$ cat config.mk
export PLATFORM = sky130hd
export DESIGN_NAME = wb_stage_flat
export DESIGN_NICKNAME = d
export VERILOG_FILES = /design/src/design/rv_wb_pkg.sv /design/src/design/csr_if.sv /design/src/design/wb_stage.sv /design/src/flat_wrapper.sv
export VERILOG_INCLUDE_DIRS = /design/src /design/src/design
export SDC_FILE = /design/constraint.sdc
export NUM_CORES = 1
export LEC_CHECK = 0
export BUFFER_PORTS_ARGS = -buffer_cell sky130_fd_sc_hd__buf_4
export CAP_MARGIN = 0
export CORE_AREA = 2 2 207 209
export CTS_BUF_LIST = sky130_fd_sc_hd__clkbuf_4 sky130_fd_sc_hd__clkbuf_8
export CTS_CLUSTER_DIAMETER = 50
export DETAILED_ROUTE_END_ITERATION = 8
export DIE_AREA = 0 0 209 211
export GPL_TIMING_DRIVEN = 1
export PLACE_DENSITY = 0.31
export RECOVER_POWER = 100
export SYNTH_ARGS = -nofsm -noshare
export SYNTH_HDL_FRONTEND = slang
export SYNTH_SLANG_ARGS = --single-unit
$ cat constraint.sdc
create_clock -name clk -period 2.4 [get_ports clk]
set_input_delay 0.48 -clock clk [delete_from_list [all_inputs] [get_ports clk]]
set_output_delay 0.48 -clock clk [all_outputs]
set_load 0.01 [all_outputs]
$ cat src/design/rv_wb_cfg.svh
`ifndef RV_WB_CFG_SVH
`define RV_WB_CFG_SVH

`define XLEN		32
`define NUM_REGS	64
`define NUM_IRQ_EXT	16

// Trap vector after reset in direct mode.
`define MTVEC_RESET	32'h0000_0100

`define CSR_FFLAGS	12'h001
`define CSR_FRM		12'h002
`define CSR_FCSR	12'h003
`define CSR_MSTATUS	12'h300
`define CSR_MISA	12'h301
`define CSR_MIE		12'h304
`define CSR_MTVEC	12'h305
`define CSR_MEPC	12'h341
`define CSR_MCAUSE	12'h342
`define CSR_MIP		12'h344

`endif
$ cat src/design/rv_wb_pkg.sv
`include "rv_wb_cfg.svh"

package rv_wb_pkg;

	typedef logic [`XLEN-1:0]	word_t;

	// Bit 5 selects the floating-point half of the register file.
	typedef logic [5:0]			reg_addr_t;

	typedef logic [11:0]		csr_addr_t;

	typedef logic [4:0]			fflags_t;
	typedef logic [2:0]			frm_t;

	// Bit 31 marks an interrupt and the low bits hold the code.
	typedef word_t				cause_t;

	typedef enum logic [1:0] {
		CSR_NONE,
		CSR_RW,
		CSR_RS,
		CSR_RC
	} csr_op_e;

	typedef enum logic [2:0] {
		SEL_ALU,
		SEL_MEM,
		SEL_CSR,
		SEL_FPU
	} wb_src_e;

endpackage

$ cat src/design/csr_if.sv
`timescale 1ns/1ps

interface csr_if import rv_wb_pkg::*; ();

	logic		commit;			// Handshake in this cycle.
	csr_op_e	op;
	csr_addr_t	addr;
	word_t		wdata;
	logic		rena;
	logic		wena;
	logic		fpu_dirty;
	fflags_t	fflags;
	logic		exc_pend;
	cause_t		exc_cause;
	logic		trap_ret;
	word_t		pc;

	word_t		rdata;
	logic		exc_taken;
	logic		int_taken;
	logic		trap_taken;
	word_t		trap_addr;
	word_t		trap_raddr;

	modport stage (
		output commit, op, addr, wdata, rena, wena, fpu_dirty, fflags,
		output exc_pend, exc_cause, trap_ret, pc,
		input rdata, exc_taken, int_taken, trap_taken, trap_addr, trap_raddr
	);

	modport csr (
		input commit, op, addr, wdata, rena, wena, fpu_dirty, fflags,
		input exc_pend, exc_cause, trap_ret, pc,
		output rdata, exc_taken, int_taken, trap_taken, trap_addr, trap_raddr
	);

endinterface

$ cat src/design/wb_stage.sv
`timescale 1ns/1ps

module wb_stage import rv_wb_pkg::*; (
	input	logic		clk,
	input	logic		reset,

	input	logic		valid_in,
	output	logic		ready_out,
	input	logic		ready_in,
	output	logic		valid_out,
	input	logic		flush_in,
	output	logic		flush_out,

	input	word_t		pc_mem,
	input	word_t		ir_mem,
	input	logic		rd_wena_mem,
	input	reg_addr_t	rd_addr_mem,
	input	word_t		rd_data_mem,
	input	wb_src_e	wb_src_mem,
	input	csr_op_e	csr_op_mem,
	input	csr_addr_t	csr_addr_mem,
	input	logic		csr_rena_mem,
	input	logic		csr_wena_mem,
	input	word_t		csr_wdata_mem,
	input	fflags_t	fflags_mem,
	input	logic		trap_ret_mem,
	input	logic		exc_pend_mem,
	input	cause_t		exc_cause_mem,

	output	word_t		pc_wb,
	output	word_t		ir_wb,

	csr_if.stage		csr,

	output	logic		rf_wena,
	output	reg_addr_t	rf_waddr,
	output	word_t		rf_wdata
);
	logic accept;

	assign ready_out = ready_in;
	assign flush_out = flush_in;
	assign accept = valid_in && ready_out;

	assign csr.commit = accept;
	assign csr.op = csr_op_mem;
	assign csr.addr = csr_addr_mem;
	assign csr.wdata = csr_wdata_mem;
	assign csr.rena = csr_rena_mem;
	assign csr.wena = csr_wena_mem;
	assign csr.fflags = fflags_mem;
	assign csr.exc_pend = exc_pend_mem;
	assign csr.exc_cause = exc_cause_mem;
	assign csr.trap_ret = trap_ret_mem;
	assign csr.pc = pc_mem;
	assign csr.fpu_dirty = rf_wena && rd_addr_mem[5];

	// A trapping instruction leaves the register file untouched.
	assign rf_wena = accept && rd_wena_mem && !csr.trap_taken;
	assign rf_waddr = rd_addr_mem;
	assign rf_wdata = (wb_src_mem == SEL_CSR) ? csr.rdata : rd_data_mem;

	always_ff @(posedge clk, posedge reset) begin
		if (reset)
			valid_out <= 1'b0;
		else if (accept)
			valid_out <= 1'b1;
		else if (ready_in)
			valid_out <= 1'b0;		// Downstream took the item.
	end

	always_ff @(posedge clk) begin
		if (accept) begin
			pc_wb <= pc_mem;
			ir_wb <= ir_mem;
		end
	end

endmodule

$ cat src/flat_wrapper.sv
// flat-port wrapper written by rule: the top's interface ports become plain ports
module wb_stage_flat import rv_wb_pkg::*;
  (clk, reset, valid_in, ready_out, ready_in, valid_out, flush_in, flush_out, pc_mem, ir_mem, rd_wena_mem, rd_addr_mem, rd_data_mem, wb_src_mem, csr_op_mem, csr_addr_mem, csr_rena_mem, csr_wena_mem, csr_wdata_mem, fflags_mem, trap_ret_mem, exc_pend_mem, exc_cause_mem, pc_wb, ir_wb, rf_wena, rf_waddr, rf_wdata, csr_commit, csr_op, csr_addr, csr_wdata, csr_rena, csr_wena, csr_fpu_dirty, csr_fflags, csr_exc_pend, csr_exc_cause, csr_trap_ret, csr_pc, csr_rdata, csr_exc_taken, csr_int_taken, csr_trap_taken, csr_trap_addr, csr_trap_raddr);
  csr_if csr_i ();
  input	logic clk;
  input	logic reset;
  input	logic valid_in;
  output	logic ready_out;
  input	logic ready_in;
  output	logic valid_out;
  input	logic flush_in;
  output	logic flush_out;
  input	word_t pc_mem;
  input	word_t ir_mem;
  input	logic rd_wena_mem;
  input	reg_addr_t rd_addr_mem;
  input	word_t rd_data_mem;
  input	wb_src_e wb_src_mem;
  input	csr_op_e csr_op_mem;
  input	csr_addr_t csr_addr_mem;
  input	logic csr_rena_mem;
  input	logic csr_wena_mem;
  input	word_t csr_wdata_mem;
  input	fflags_t fflags_mem;
  input	logic trap_ret_mem;
  input	logic exc_pend_mem;
  input	cause_t exc_cause_mem;
  output	word_t pc_wb;
  output	word_t ir_wb;
  output	logic rf_wena;
  output	reg_addr_t rf_waddr;
  output	word_t rf_wdata;
  output wire logic [$bits(csr_i.commit)-1:0] csr_commit;
  output wire logic [$bits(csr_i.op)-1:0] csr_op;
  output wire logic [$bits(csr_i.addr)-1:0] csr_addr;
  output wire logic [$bits(csr_i.wdata)-1:0] csr_wdata;
  output wire logic [$bits(csr_i.rena)-1:0] csr_rena;
  output wire logic [$bits(csr_i.wena)-1:0] csr_wena;
  output wire logic [$bits(csr_i.fpu_dirty)-1:0] csr_fpu_dirty;
  output wire logic [$bits(csr_i.fflags)-1:0] csr_fflags;
  output wire logic [$bits(csr_i.exc_pend)-1:0] csr_exc_pend;
  output wire logic [$bits(csr_i.exc_cause)-1:0] csr_exc_cause;
  output wire logic [$bits(csr_i.trap_ret)-1:0] csr_trap_ret;
  output wire logic [$bits(csr_i.pc)-1:0] csr_pc;
  input wire logic [$bits(csr_i.rdata)-1:0] csr_rdata;
  input wire logic [$bits(csr_i.exc_taken)-1:0] csr_exc_taken;
  input wire logic [$bits(csr_i.int_taken)-1:0] csr_int_taken;
  input wire logic [$bits(csr_i.trap_taken)-1:0] csr_trap_taken;
  input wire logic [$bits(csr_i.trap_addr)-1:0] csr_trap_addr;
  input wire logic [$bits(csr_i.trap_raddr)-1:0] csr_trap_raddr;
  assign csr_commit = csr_i.commit;
  assign csr_op = csr_i.op;
  assign csr_addr = csr_i.addr;
  assign csr_wdata = csr_i.wdata;
  assign csr_rena = csr_i.rena;
  assign csr_wena = csr_i.wena;
  assign csr_fpu_dirty = csr_i.fpu_dirty;
  assign csr_fflags = csr_i.fflags;
  assign csr_exc_pend = csr_i.exc_pend;
  assign csr_exc_cause = csr_i.exc_cause;
  assign csr_trap_ret = csr_i.trap_ret;
  assign csr_pc = csr_i.pc;
  assign csr_i.rdata = csr_rdata;
  assign csr_i.exc_taken = csr_exc_taken;
  assign csr_i.int_taken = csr_int_taken;
  assign csr_i.trap_taken = csr_trap_taken;
  assign csr_i.trap_addr = csr_trap_addr;
  assign csr_i.trap_raddr = csr_trap_raddr;
  wb_stage u_core (.clk(clk), .reset(reset), .valid_in(valid_in), .ready_out(ready_out), .ready_in(ready_in), .valid_out(valid_out), .flush_in(flush_in), .flush_out(flush_out), .pc_mem(pc_mem), .ir_mem(ir_mem), .rd_wena_mem(rd_wena_mem), .rd_addr_mem(rd_addr_mem), .rd_data_mem(rd_data_mem), .wb_src_mem(wb_src_mem), .csr_op_mem(csr_op_mem), .csr_addr_mem(csr_addr_mem), .csr_rena_mem(csr_rena_mem), .csr_wena_mem(csr_wena_mem), .csr_wdata_mem(csr_wdata_mem), .fflags_mem(fflags_mem), .trap_ret_mem(trap_ret_mem), .exc_pend_mem(exc_pend_mem), .exc_cause_mem(exc_cause_mem), .pc_wb(pc_wb), .ir_wb(ir_wb), .csr(csr_i), .rf_wena(rf_wena), .rf_waddr(rf_waddr), .rf_wdata(rf_wdata));
endmodule
# Word-level counts from Yosys, hierarchy flattened
# Index checks and enable logic that the tools add are counted.
[classes]
n_eq_ne = 1
muxes = 3
reduce_logical = 6
[op_table]
columns = ["operator", "count"]
rows = [
  ["32-bit 2-to-1 mux", 1],
  ["1-bit logical AND", 4],
  ["3-bit by 2-bit equality test with 1-bit output, second input constant", 1],
  ["1-bit 2-to-1 mux", 2],
  ["2-bit nonzero test", 1],
  ["1-bit logical NOT", 1],
]
[word_totals]
reg_bits = 65
in_bits = 297
output_inout_bits = 227
wordCells = 13

# Longest topological paths before layout
# Gate-level depths: netlist (run 1).
[depth]
word_depth = 4
depth_mapped = 3
mapped_depth_nobuf = 2

# Worst setup path after synthesis (run 1)
# Ideal clock, no wire load.
[synth_path]
path_type = "input to output"
from = "input valid_in"
to = "output csr_commit"
t_arrival_ns = 2.052
required_ns = 1.920
setup_slack_ns = -0.132
path_stages = 1
path_buffers = 0
cell_sequence = "and2_1"
[synth_between]
elab_chain_cells = 1
[synth_rtl]
columns = ["element", "line", "text"]
rows = [
  ["start, declared", "flat_wrapper.sv:7", "input logic valid_in;"],
  ["1-bit logical AND", "wb_stage.sv:43", "assign accept = valid_in && ready_out;"],
  ["end, declared", "flat_wrapper.sv:33", "output wire logic [$bits(csr_i.commit)-1:0] csr_commit;"],
]
# No other way between the ends.

# Final worst setup path (run 1)
[layout_path]
from = "input wb_src_mem[2]"
to = "output rf_wdata[14]"
[layout_between]
elab_chain_cells = 2
[layout_rtl]
columns = ["element", "line", "text"]
rows = [
  ["start, declared", "flat_wrapper.sv:18", "input wb_src_e wb_src_mem;"],
  ["3-bit by 2-bit equality test with 1-bit output", "wb_stage.sv:61", "assign rf_wdata = (wb_src_mem == SEL_CSR) ? csr.rdata : rd_data_mem;"],
  ["32-bit 2-to-1 mux", "wb_stage.sv:61", ""],
  ["end, declared", "flat_wrapper.sv:32", "output word_t rf_wdata;"],
]
# No other way between the ends.

==> reports/metrics.yaml, run 1 <==
sequentialPowerShare_pct: 49.6
antenna_found_initial: 0
cp_max_fo: 32
htree_levels: 3
seq_area_mm2: 0.001947
slew_headroom_pct: 48.61
synth_top_cell_by_area: "edfxtp_1"
final_cell_mix: "140 x clkbuf_1, 97 x buf_4, 64 x edfxtp_1, 37 x clkbuf_4, 25 x mux2_1"
final_cells: 933
clockRootBuffer: "clkbuf_8"
dieArea_mm2: 0.04410
multi_input_area_um2: 412.9
crit_type: "in -> out"
cts_buffers: 9
end_kind: "output port"
ys_seq_area_share_pct: 58.10
synth.area.top_cells: "edfxtp_1 57%, buf_4 28%, mux2_2 10%, buf_6 1.0%, dfrtp_1 0.75%"
cellLeakagePower_nw: 1.671
syn_to_final_growth_pct: 42.53
clkSinkCount: 65
hold_class: "in -> reg"
setup_viol: 0
clockBufferDepth: 2
synth_area_mm2: 0.003351
yosys_warnings: 0
tritoncts: "built"
clkTransAtPathRegs_ns: 0.08
critical-path-top-delay-family: "buffers and inverters"
start_util_pct: 8.024
drt_iter0_drc: 34
drive_above_1_share_pct: 40.20
arrival_ns: 1.68
critPathBufInv: 3
cp_common_cell: "buf_4"
fillers: 4886
required_ns: 1.92
power_switching_uw: 678.2
dpl.cell_count: 916
finalClockSkew_ns: 0
min-delay-start: "ir_mem[31]"
grt_max_degree: 42
hold_viol_final: 0
fin_crit_ns: 2.157
globalplace.congestion: 0.6812
final_core_util_pct: 11.44
power-per-cell-area_mw_per_mm2: 572.0
cpMaxStageDelayCell: "mux2_1"
overflow: 0
track_usage_pct: 6.464
synth_top_area_share_pct: 57.36
post_cts_buffers: 0
ios: 524
setup_tns_ns: 0
fmax_mhz: 463.6
pwr-share-comb_pct: 18.0
cts_resized: 0
vias: 2374
dp_hpwl_um: 13380
final_antenna_net_count: 0
die_h_um: 211
synth_seq_cells: 65
critPathLaunchType: "input port"
grt_pass1_wl_um: 19390
total_power_mw: 2.732
rsz0062_at_grt: "false"
startpoint: "wb_src_mem[2]"
die_x_um: 209
syn_inst: 233
drt-wirelength-per-cell_um: 16.43
path_cells: "buf_4 > nor3b_4 > buf_12 > mux2_1 > buf_4"
drc: 0
max-cap-violations: 0
clkPwrFrac_pct: 32.4
grt_pass1_vias: 2408
postCtsHoldBufs: 1
io_buffers: 271
status: "complete, no violations"
wl_um: 15330
drv_slew: 0
rows: 75
max_stage_delay_ns: 0.42
syn_area_per_cell_um2: 14.38
tightest_slew_ns: 0.7705
nNetsFinal: 686
layout_commonest_cell: "clkbuf_1"
power.internal_mw: 2.053
insertion_delay_ns: 0.34
r2r-start: "u_core.valid_out"
viasPerCell: 2.544
holdWs_ns: 0.3309
firstDrtPassIters: 4
coreArea_mm2: 0.04176
syn_nets: 530
yosysUniqueCellTypes: 10
period_share_pct: 89.88
ir_drop_mv: 0.2370
sw_frac_of_total_pct: 24.83
reg2reg_slack_ns: 1.66
logic make-up (layout without fill, tap and decap cells):
kind of cell / Yosys count / in the layout / share of synthesized area, %
flops: 65 / 65 / 58.10
simple gates: 4 / 4 / 1.232
other cells: 0 / 1 / 0
mux: 33 / 33 / 11.09
buf+inv: 131 / 291 / 29.57
power groups by stage:
stage                     logic, mW  registers [mW]  clock network, mW
after floorplan               0.313            1.42                  0
after CTS                     0.635            1.36              0.944
after detailed placement      0.631            1.38                  0
after global placement        0.636            1.38                  0
after global routing          0.527            1.36              0.989
final                         0.490            1.36              0.886
cell type report:
type,instances,share of cell area (%)
antenna,1,0.05240
clock buffer,11,2.908
clock inverter,4,0.9431
inverter,1,0.07860
multi-input combinational,37,8.646
sequential,65,40.77
tap,539,14.12
timing repair buffer,275,32.49
path summary, 6_finish.rpt:
kind / cells after the start / end
min: 1 / u_core.ir_wb[31]
min reg2reg: 1 / u_core.valid_out
max in group asynchronous: 3 / u_core.valid_out
min in group asynchronous: 3 / u_core.valid_out
max: 5 / rf_wdata[14]
max reg2reg: 1 / u_core.valid_out
flip-flops by register name, indices dropped and copies added (netlist names):
register and cells:
u_core.pc_wb 32, u_core.valid_out 1, u_core.ir_wb 32
stage by stage:
step | worst slack, ns | cell area [um2]
after floorplan | 0.5498 | 3352
after global placement | 0.2361 | 5121
after detailed placement | 0.2666 | 5121
after CTS | 0.2507 | 5315
after global routing | 0.1841 | 4773
final | 0.2428 | 4776
synthesized netlist by cell type, drive strengths merged:
| master | count |
|---|---|
| nor3b | 1 |
| buf | 130 |
| dfrtp | 1 |
| and4b | 1 |
| and2 | 2 |
| inv | 1 |
| mux2 | 33 |
| edfxtp | 64 |
metal layers:
metal / vias up / track usage (%) / wire [um]
li1: 988 / - / -
met1: 1011 / 5.334 / 4605
met2: 315 / 12.26 / 7912
met3: 60 / 3.375 / 2176
met4: 0 / 3.621 / 633
met5: - / 0 / 0
Note: power is estimated with default switching activity, not from simulation.
==> inputs of run 2 (changes only) <==
--- a/config.mk
+++ b/config.mk
@@ -8,13 +8,15 @@
 export LEC_CHECK = 0
 export BUFFER_PORTS_ARGS = -buffer_cell sky130_fd_sc_hd__buf_4
 export CAP_MARGIN = 0
-export CORE_AREA = 2 2 207 209
+export CELL_PAD_IN_SITES_DETAIL_PLACEMENT = 0
+export CELL_PAD_IN_SITES_GLOBAL_PLACEMENT = 1
+export CORE_AREA = 2 2 204 206
 export CTS_BUF_LIST = sky130_fd_sc_hd__clkbuf_4 sky130_fd_sc_hd__clkbuf_8
 export CTS_CLUSTER_DIAMETER = 50
 export DETAILED_ROUTE_END_ITERATION = 8
-export DIE_AREA = 0 0 209 211
-export GPL_TIMING_DRIVEN = 1
-export PLACE_DENSITY = 0.31
+export DIE_AREA = 0 0 206 208
+export GPL_TIMING_DRIVEN = 0
+export PLACE_DENSITY = 0.43
 export RECOVER_POWER = 100
 export SYNTH_ARGS = -nofsm -noshare
 export SYNTH_HDL_FRONTEND = slang
==> run 2 against run 1 <==
Net effect: power up 7.9%; clock power is essentially flat; largest power group unchanged; design area increased by 28%; combinational power is 46% higher; register-to-register slack is essentially flat; non-clock buffer count increased by 221; worst hold slack got worse by 0.014 ns; fmax decreased by 2.8%; global-route usage fell by 1.1 points; first-iteration DRC count is 47% higher; sequential cell count is the same; via count is 28% higher.
==> reports/metrics.yaml, run 2 (synthesis gave the netlist of run 1 again) <==
tritoncts: "built"
critPathLaunchType: "input port"
holdWs_ns: 0.3166  # -0.01432 ns
cp_max_fo: 10  # -69%
die_x_um: 206  # -1.4%
ios: 524  # unchanged
cpMaxStageDelayCell: "nor3b_4"
finalClockSkew_ns: 0  # unchanged
total_power_mw: 2.948  # +7.9%
cellLeakagePower_nw: 2.396  # +43%
syn_to_final_growth_pct: 82.15
dpl.cell_count: 1130  # +23%
nNetsFinal: 907  # +32%
status: "complete, no violations"
layout_commonest_cell: "clkbuf_1"
placedInstanceArea_mm2: 0.006779  # +32%
crit_type: "in -> out"
reg2reg_slack_ns: 1.66  # about the same
globalplace.congestion: 0.7394  # +8.5%
cp_common_cell: "buf_4"
path_cells: "buf_4 > nor3b_4 > buf_6 > mux2_1 > buf_4"
vias: 3041  # +28%
track_usage_pct: 5.325  # -1.1 points
final_cells: 1145  # +23%
drt_iter0_drc: 50  # +47%
finalInstanceArea_mm2: 0.006103  # +28%
insertedDiodeCount: 0  # -1
max-cap-violations: 0  # unchanged
viasPerCell: 2.656  # +4.4%
hold_viol_final: 0  # unchanged
clockRootBuffer: "clkbuf_8"
fin_crit_ns: 2.218  # +0.06113 ns
startpoint: "wb_src_mem[2]"
clkTransAtPathRegs_ns: 0.07  # about the same
grt_max_degree: 54  # +29%
power-per-cell-area_mw_per_mm2: 483.0  # -16%
post_cts_buffers: 0  # unchanged
r2r-start: "u_core.valid_out"
drv_slew: 0  # unchanged
htree_levels: 3  # unchanged
rows: 74  # -1.3%
arrival_ns: 1.74  # +0.06 ns
setup_tns_ns: 0  # unchanged
reg_top3: "u_core.ir_wb x32, u_core.pc_wb x32, u_core.valid_out x1"
coreArea_mm2: 0.04055  # -2.9%
max_stage_delay_ns: 0.41  # about the same
insertion_delay_ns: 0.36  # +0.02 ns
final_cell_mix: "230 x clkbuf_1, 204 x buf_4, 64 x edfxtp_1, 58 x clkbuf_4, 30 x mux2_2"
rsz0062_at_grt: "false"
ir_drop_mv: 0.1657  # -30%
die_h_um: 208  # -1.4%
firstDrtPassIters: 4  # unchanged
drive_above_1_share_pct: 50.57  # +10 points
final_core_util_pct: 15.05  # +3.6 points
antenna_found_initial: 0  # unchanged
setup_viol: 0  # unchanged
drc: 0  # unchanged
reg2reg_depth: 1  # unchanged
tightest_slew_ns: 0.4354  # -0.3350 ns
rr_endpoint: "u_core.valid_out"
fmax_mhz: 450.8  # -2.8%
final.setup.worst_slack_ns: 0.1816  # -0.06113 ns
grt_pass1_vias: 3014  # +25%
setup.worst_path.end: "rf_wdata[24]"
required_ns: 1.92  # about the same
period_share_pct: 92.43  # +2.5 points
final_antenna_net_count: 0  # unchanged
dieArea_mm2: 0.04285  # -2.8%
overflow: 0  # unchanged
hold_class: "in -> reg"
cts_buffers: 9  # unchanged
start_util_pct: 8.262  # +0.24 points
drt-wirelength-per-cell_um: 11.11  # -32%
wl_um: 12720  # -17%
slew_headroom_pct: 70.94  # +22 points
dp_hpwl_um: 11280  # -16%
io_buffers: 364  # +34%
end_kind: "output port"
clockBufferDepth: 2  # unchanged
clkSinkCount: 65  # unchanged
dp_worst_setup_slack_ns: 0.09183  # -0.1748 ns
grt_pass1_wl_um: 16580  # -14%
==> run 2: per-layer routing <==
metal,up-vias,track usage [%],wire [um]
met5,-,0,0
met1,1324,3.905,3553
met4,0,2.143,173
met2,274,11.39,7341
met3,10,2.193,1656
li1,1433,-,-
==> run 2: final cells by class <==
type / instances / area (um2)
fillers: 4740 / 34450
flip-flops and latches: 65 / 1947
clock inverters: 4 / 46.29
clock buffers: 10 / 131.4
repair buffers: 366 / 1907
multi-input cells: 37 / 415.4
plain buffers: 130 / 987.2
inverters: 1 / 3.754
well taps: 532 / 665.6
==> run 2: worst min-delay path by stage <==
stage	depth (start not counted)	slack, ns	startpoint	end
2_1_floorplan	1	0.21	reset	u_core.valid_out
3_3_place_gp	2	0.33	reset	u_core.valid_out
3_5_place_dp	2	0.33	reset	u_core.valid_out
4_1_cts	1	0.24	ir_mem[29]	u_core.ir_wb[29]
5_1_grt	1	0.28	ir_mem[29]	u_core.ir_wb[29]
6_report	1	0.32	ir_mem[29]	u_core.ir_wb[29]
==> run 2: timing repair <==
| action | 4_1_cts | 5_1_grt |
|---|---|---|
| hold endpoints to repair | 1 | 0 |
| hold buffers | 1 | 0 |
| gates resized for setup | 0 | 0 |
==> run 2: worst max-delay path: cells and delay by family <==
family	cells	cell delay [ns]
buf+inv	3	0.49
simple gates	1	0.41
mux	1	0.36
==> run 2: where the power goes <==
group	total, mW	internal [mW]	switching [mW]	leakage [nW]
logic	0.715	0.393	0.322	1.69
registers	1.35	1.33	0.0186	0.612
clock network	0.883	0.474	0.409	0.0891
==> inputs of run 3 (changes only) <==
==> constraint.sdc (replaced) <==
create_clock -name clk -period 1.94 [get_ports clk]
set_input_delay 0.388 -clock clk [delete_from_list [all_inputs] [get_ports clk]]
set_output_delay 0.388 -clock clk [all_outputs]
set_load 0.01 [all_outputs]
==> run 3 against run 2 <==
Net effect: first-iteration DRC count decreased by 14%; sequential power increased by 24%; wire length increased by 0.41%; power increased by 25%; via count increased by 0.62%; worst hold slack got worse by 0.092 ns; count of clock-buffer cells in the layout unchanged; clock skew unchanged; critical path type unchanged.
==> reports/metrics.yaml, run 3 (synthesis gave the netlist of run 1 again) <==
use_met1_pct: 3.915  # +0.0096 points
finalClockSkew_ns: 0  # unchanged
hold_class: "in -> reg"
cellLeakagePower_nw: 2.521  # +5.2%
period_share_pct: 97.71
dp_worst_setup_slack_ns: -0.1842  # -0.2760 ns
final_antenna_net_count: 0  # unchanged
drt-wirelength-per-cell_um: 11.14  # +0.23%
antenna_found_initial: 0  # unchanged
insertion_delay_ns: 0.36  # about the same
end_kind: "output port"
reg_top3: "u_core.ir_wb x32, u_core.pc_wb x32, u_core.valid_out x1"
fin_crit_ns: 1.896
syn_to_final_growth_pct: 86.82
total_power_mw: 3.689  # +25%
coreArea_mm2: 0.04055  # unchanged
max-cap-violations: 0  # unchanged
die_x_um: 206  # unchanged
drt_iter0_drc: 43  # -14%
arrival_ns: 1.51  # -0.23 ns
nNetsFinal: 909  # +0.22%
fmax_mhz: 527.5
tightest_slew_ns: 0.3373  # -0.09818 ns
rsz0062_at_grt: "true"
setup_viol: 0  # unchanged
crit_type: "in -> out"
io_buffers: 364  # unchanged
power.internal_mw: 2.761  # +26%
htree_levels: 3  # unchanged
overflow: 0  # unchanged
insertedDiodeCount: 0  # unchanged
clkSinkCount: 65  # unchanged
power-per-cell-area_mw_per_mm2: 589.4  # +22%
grt_util_met2_pct: 11.41  # +0.023 points
dieArea_mm2: 0.04285  # unchanged
track_usage_pct: 5.335  # +0.0099 points
clockBufferDepth: 2  # unchanged
drive_above_1_share_pct: 55.28  # +4.7 points
ios: 524  # unchanged
power_switching_uw: 928.7  # +24%
clockRootBuffer: "clkbuf_8"
wl_um: 12780  # +0.41%
pwr-share-comb_pct: 25.1  # +0.9 points
final.setup.worst_slack_ns: 0.04436  # -0.1373 ns
required_ns: 1.55  # -0.37 ns
clkTransAtPathRegs_ns: 0.07  # about the same
tritoncts: "built"
critPathLaunchType: "input port"
rows: 74  # unchanged
grt_pass1_vias: 3021  # +0.23%
cp_max_fo: 10  # unchanged
final_cell_mix: "225 x buf_4, 203 x clkbuf_1, 64 x edfxtp_1, 61 x clkbuf_4, 28 x mux2_2"
die_h_um: 208  # unchanged
drc: 0  # unchanged
use_met3_pct: 2.193  # unchanged
grt_pass1_wl_um: 16610  # +0.17%
layout_commonest_cell: "buf_4"
status: "complete, no violations"
dp_hpwl_um: 11280  # unchanged
sequentialPowerShare_pct: 45.3  # -0.5 points
vias: 3060  # +0.62%
globalplace.congestion: 0.7394  # unchanged
start_util_pct: 8.262  # unchanged
sw_frac_of_total_pct: 25.17  # -0.23 points
drv_slew: 0  # unchanged
busiest_layer: "met2"
firstDrtPassIters: 4  # unchanged
ir_drop_mv: 0.2051  # +24%
cts_buffers: 9  # unchanged
clkPwrFrac_pct: 29.6  # -0.3 points
grt_max_degree: 54  # unchanged
hold_viol_final: 0  # unchanged
viasPerCell: 2.668  # +0.45%
slew_headroom_pct: 77.61  # +6.7 points
[run 3: layer usage]
| layer | part of all wire (%) | wire length, um |
|---|---|---|
| met1 | 28 | 3564 |
| met2 | 58 | 7350 |
| met3 | 13 | 1687 |
| met4 | 1.4 | 173 |
| met5 | 0 | 0 |
[run 3: cell type report]
class	count	area [um2]
multi-input combinational	37	426.7
clock buffer	10	131.4
buffer	130	1013
timing repair buffer	368	2026
tap	532	665.6
inverter	1	3.754
clock inverter	4	46.29
sequential	65	1947
fill	4704	34290
[run 3: worst max-delay path, cell delays in order]
cell,delay (ns)
buf_4,0.12
nor3b_4,0.22
buf_12,0.16
buf_12,0.13
mux2_2,0.34
buf_4,0.15
[run 3: metrics by stage]
step	std cells	utilization [%]	setup TNS, ns	area (um2)	hold slack (ns)
6_report	1147	15.44	0	6260	0.2245
5_1_grt	1147	15.44	-0.04564	6260	0.1884
4_1_cts	1147	17.25	-0.05571	6994	0.1480
3_5_place_dp	1130	16.72	-5.003	6779	0.2358
3_3_place_gp	1129	16.65	-26.10	6750	0.2380
2_1_floorplan	233	-	0	3352	0.1167
[run 3: power by group through the flow]
| stage | logic, mW | clock network (mW) | registers [mW] |
|---|---|---|---|
| after floorplan | 0.387 | 0 | 1.76 |
| after global placement | 1.14 | 0 | 1.71 |
| after detailed placement | 1.14 | 0 | 1.71 |
| after CTS | 1.14 | 1.19 | 1.67 |
| after global routing | 0.999 | 1.24 | 1.68 |
| final | 0.928 | 1.09 | 1.67 |
[run 3: what timing repair did]
item	CTS	global route
gates resized for setup	0	9
hold buffers	1	0
setup endpoints to repair	30	29
buffers inserted	2	0
pin swaps	1	1
endpoints found under the hold margin	1	0
[run 3: path summary, 6_finish.rpt]
check                            startpoint               end  slack [ns]  cells past startpoint
max reg2reg                u_core.valid_out  u_core.valid_out        1.20                      1
max                           wb_src_mem[2]      rf_wdata[14]        0.04                      6
min reg2reg                u_core.valid_out  u_core.valid_out        0.51                      1
max in group asynchronous             reset  u_core.valid_out        1.43                      3
min                              ir_mem[29]  u_core.ir_wb[29]        0.22                      1
min in group asynchronous             reset  u_core.valid_out        0.42                      3
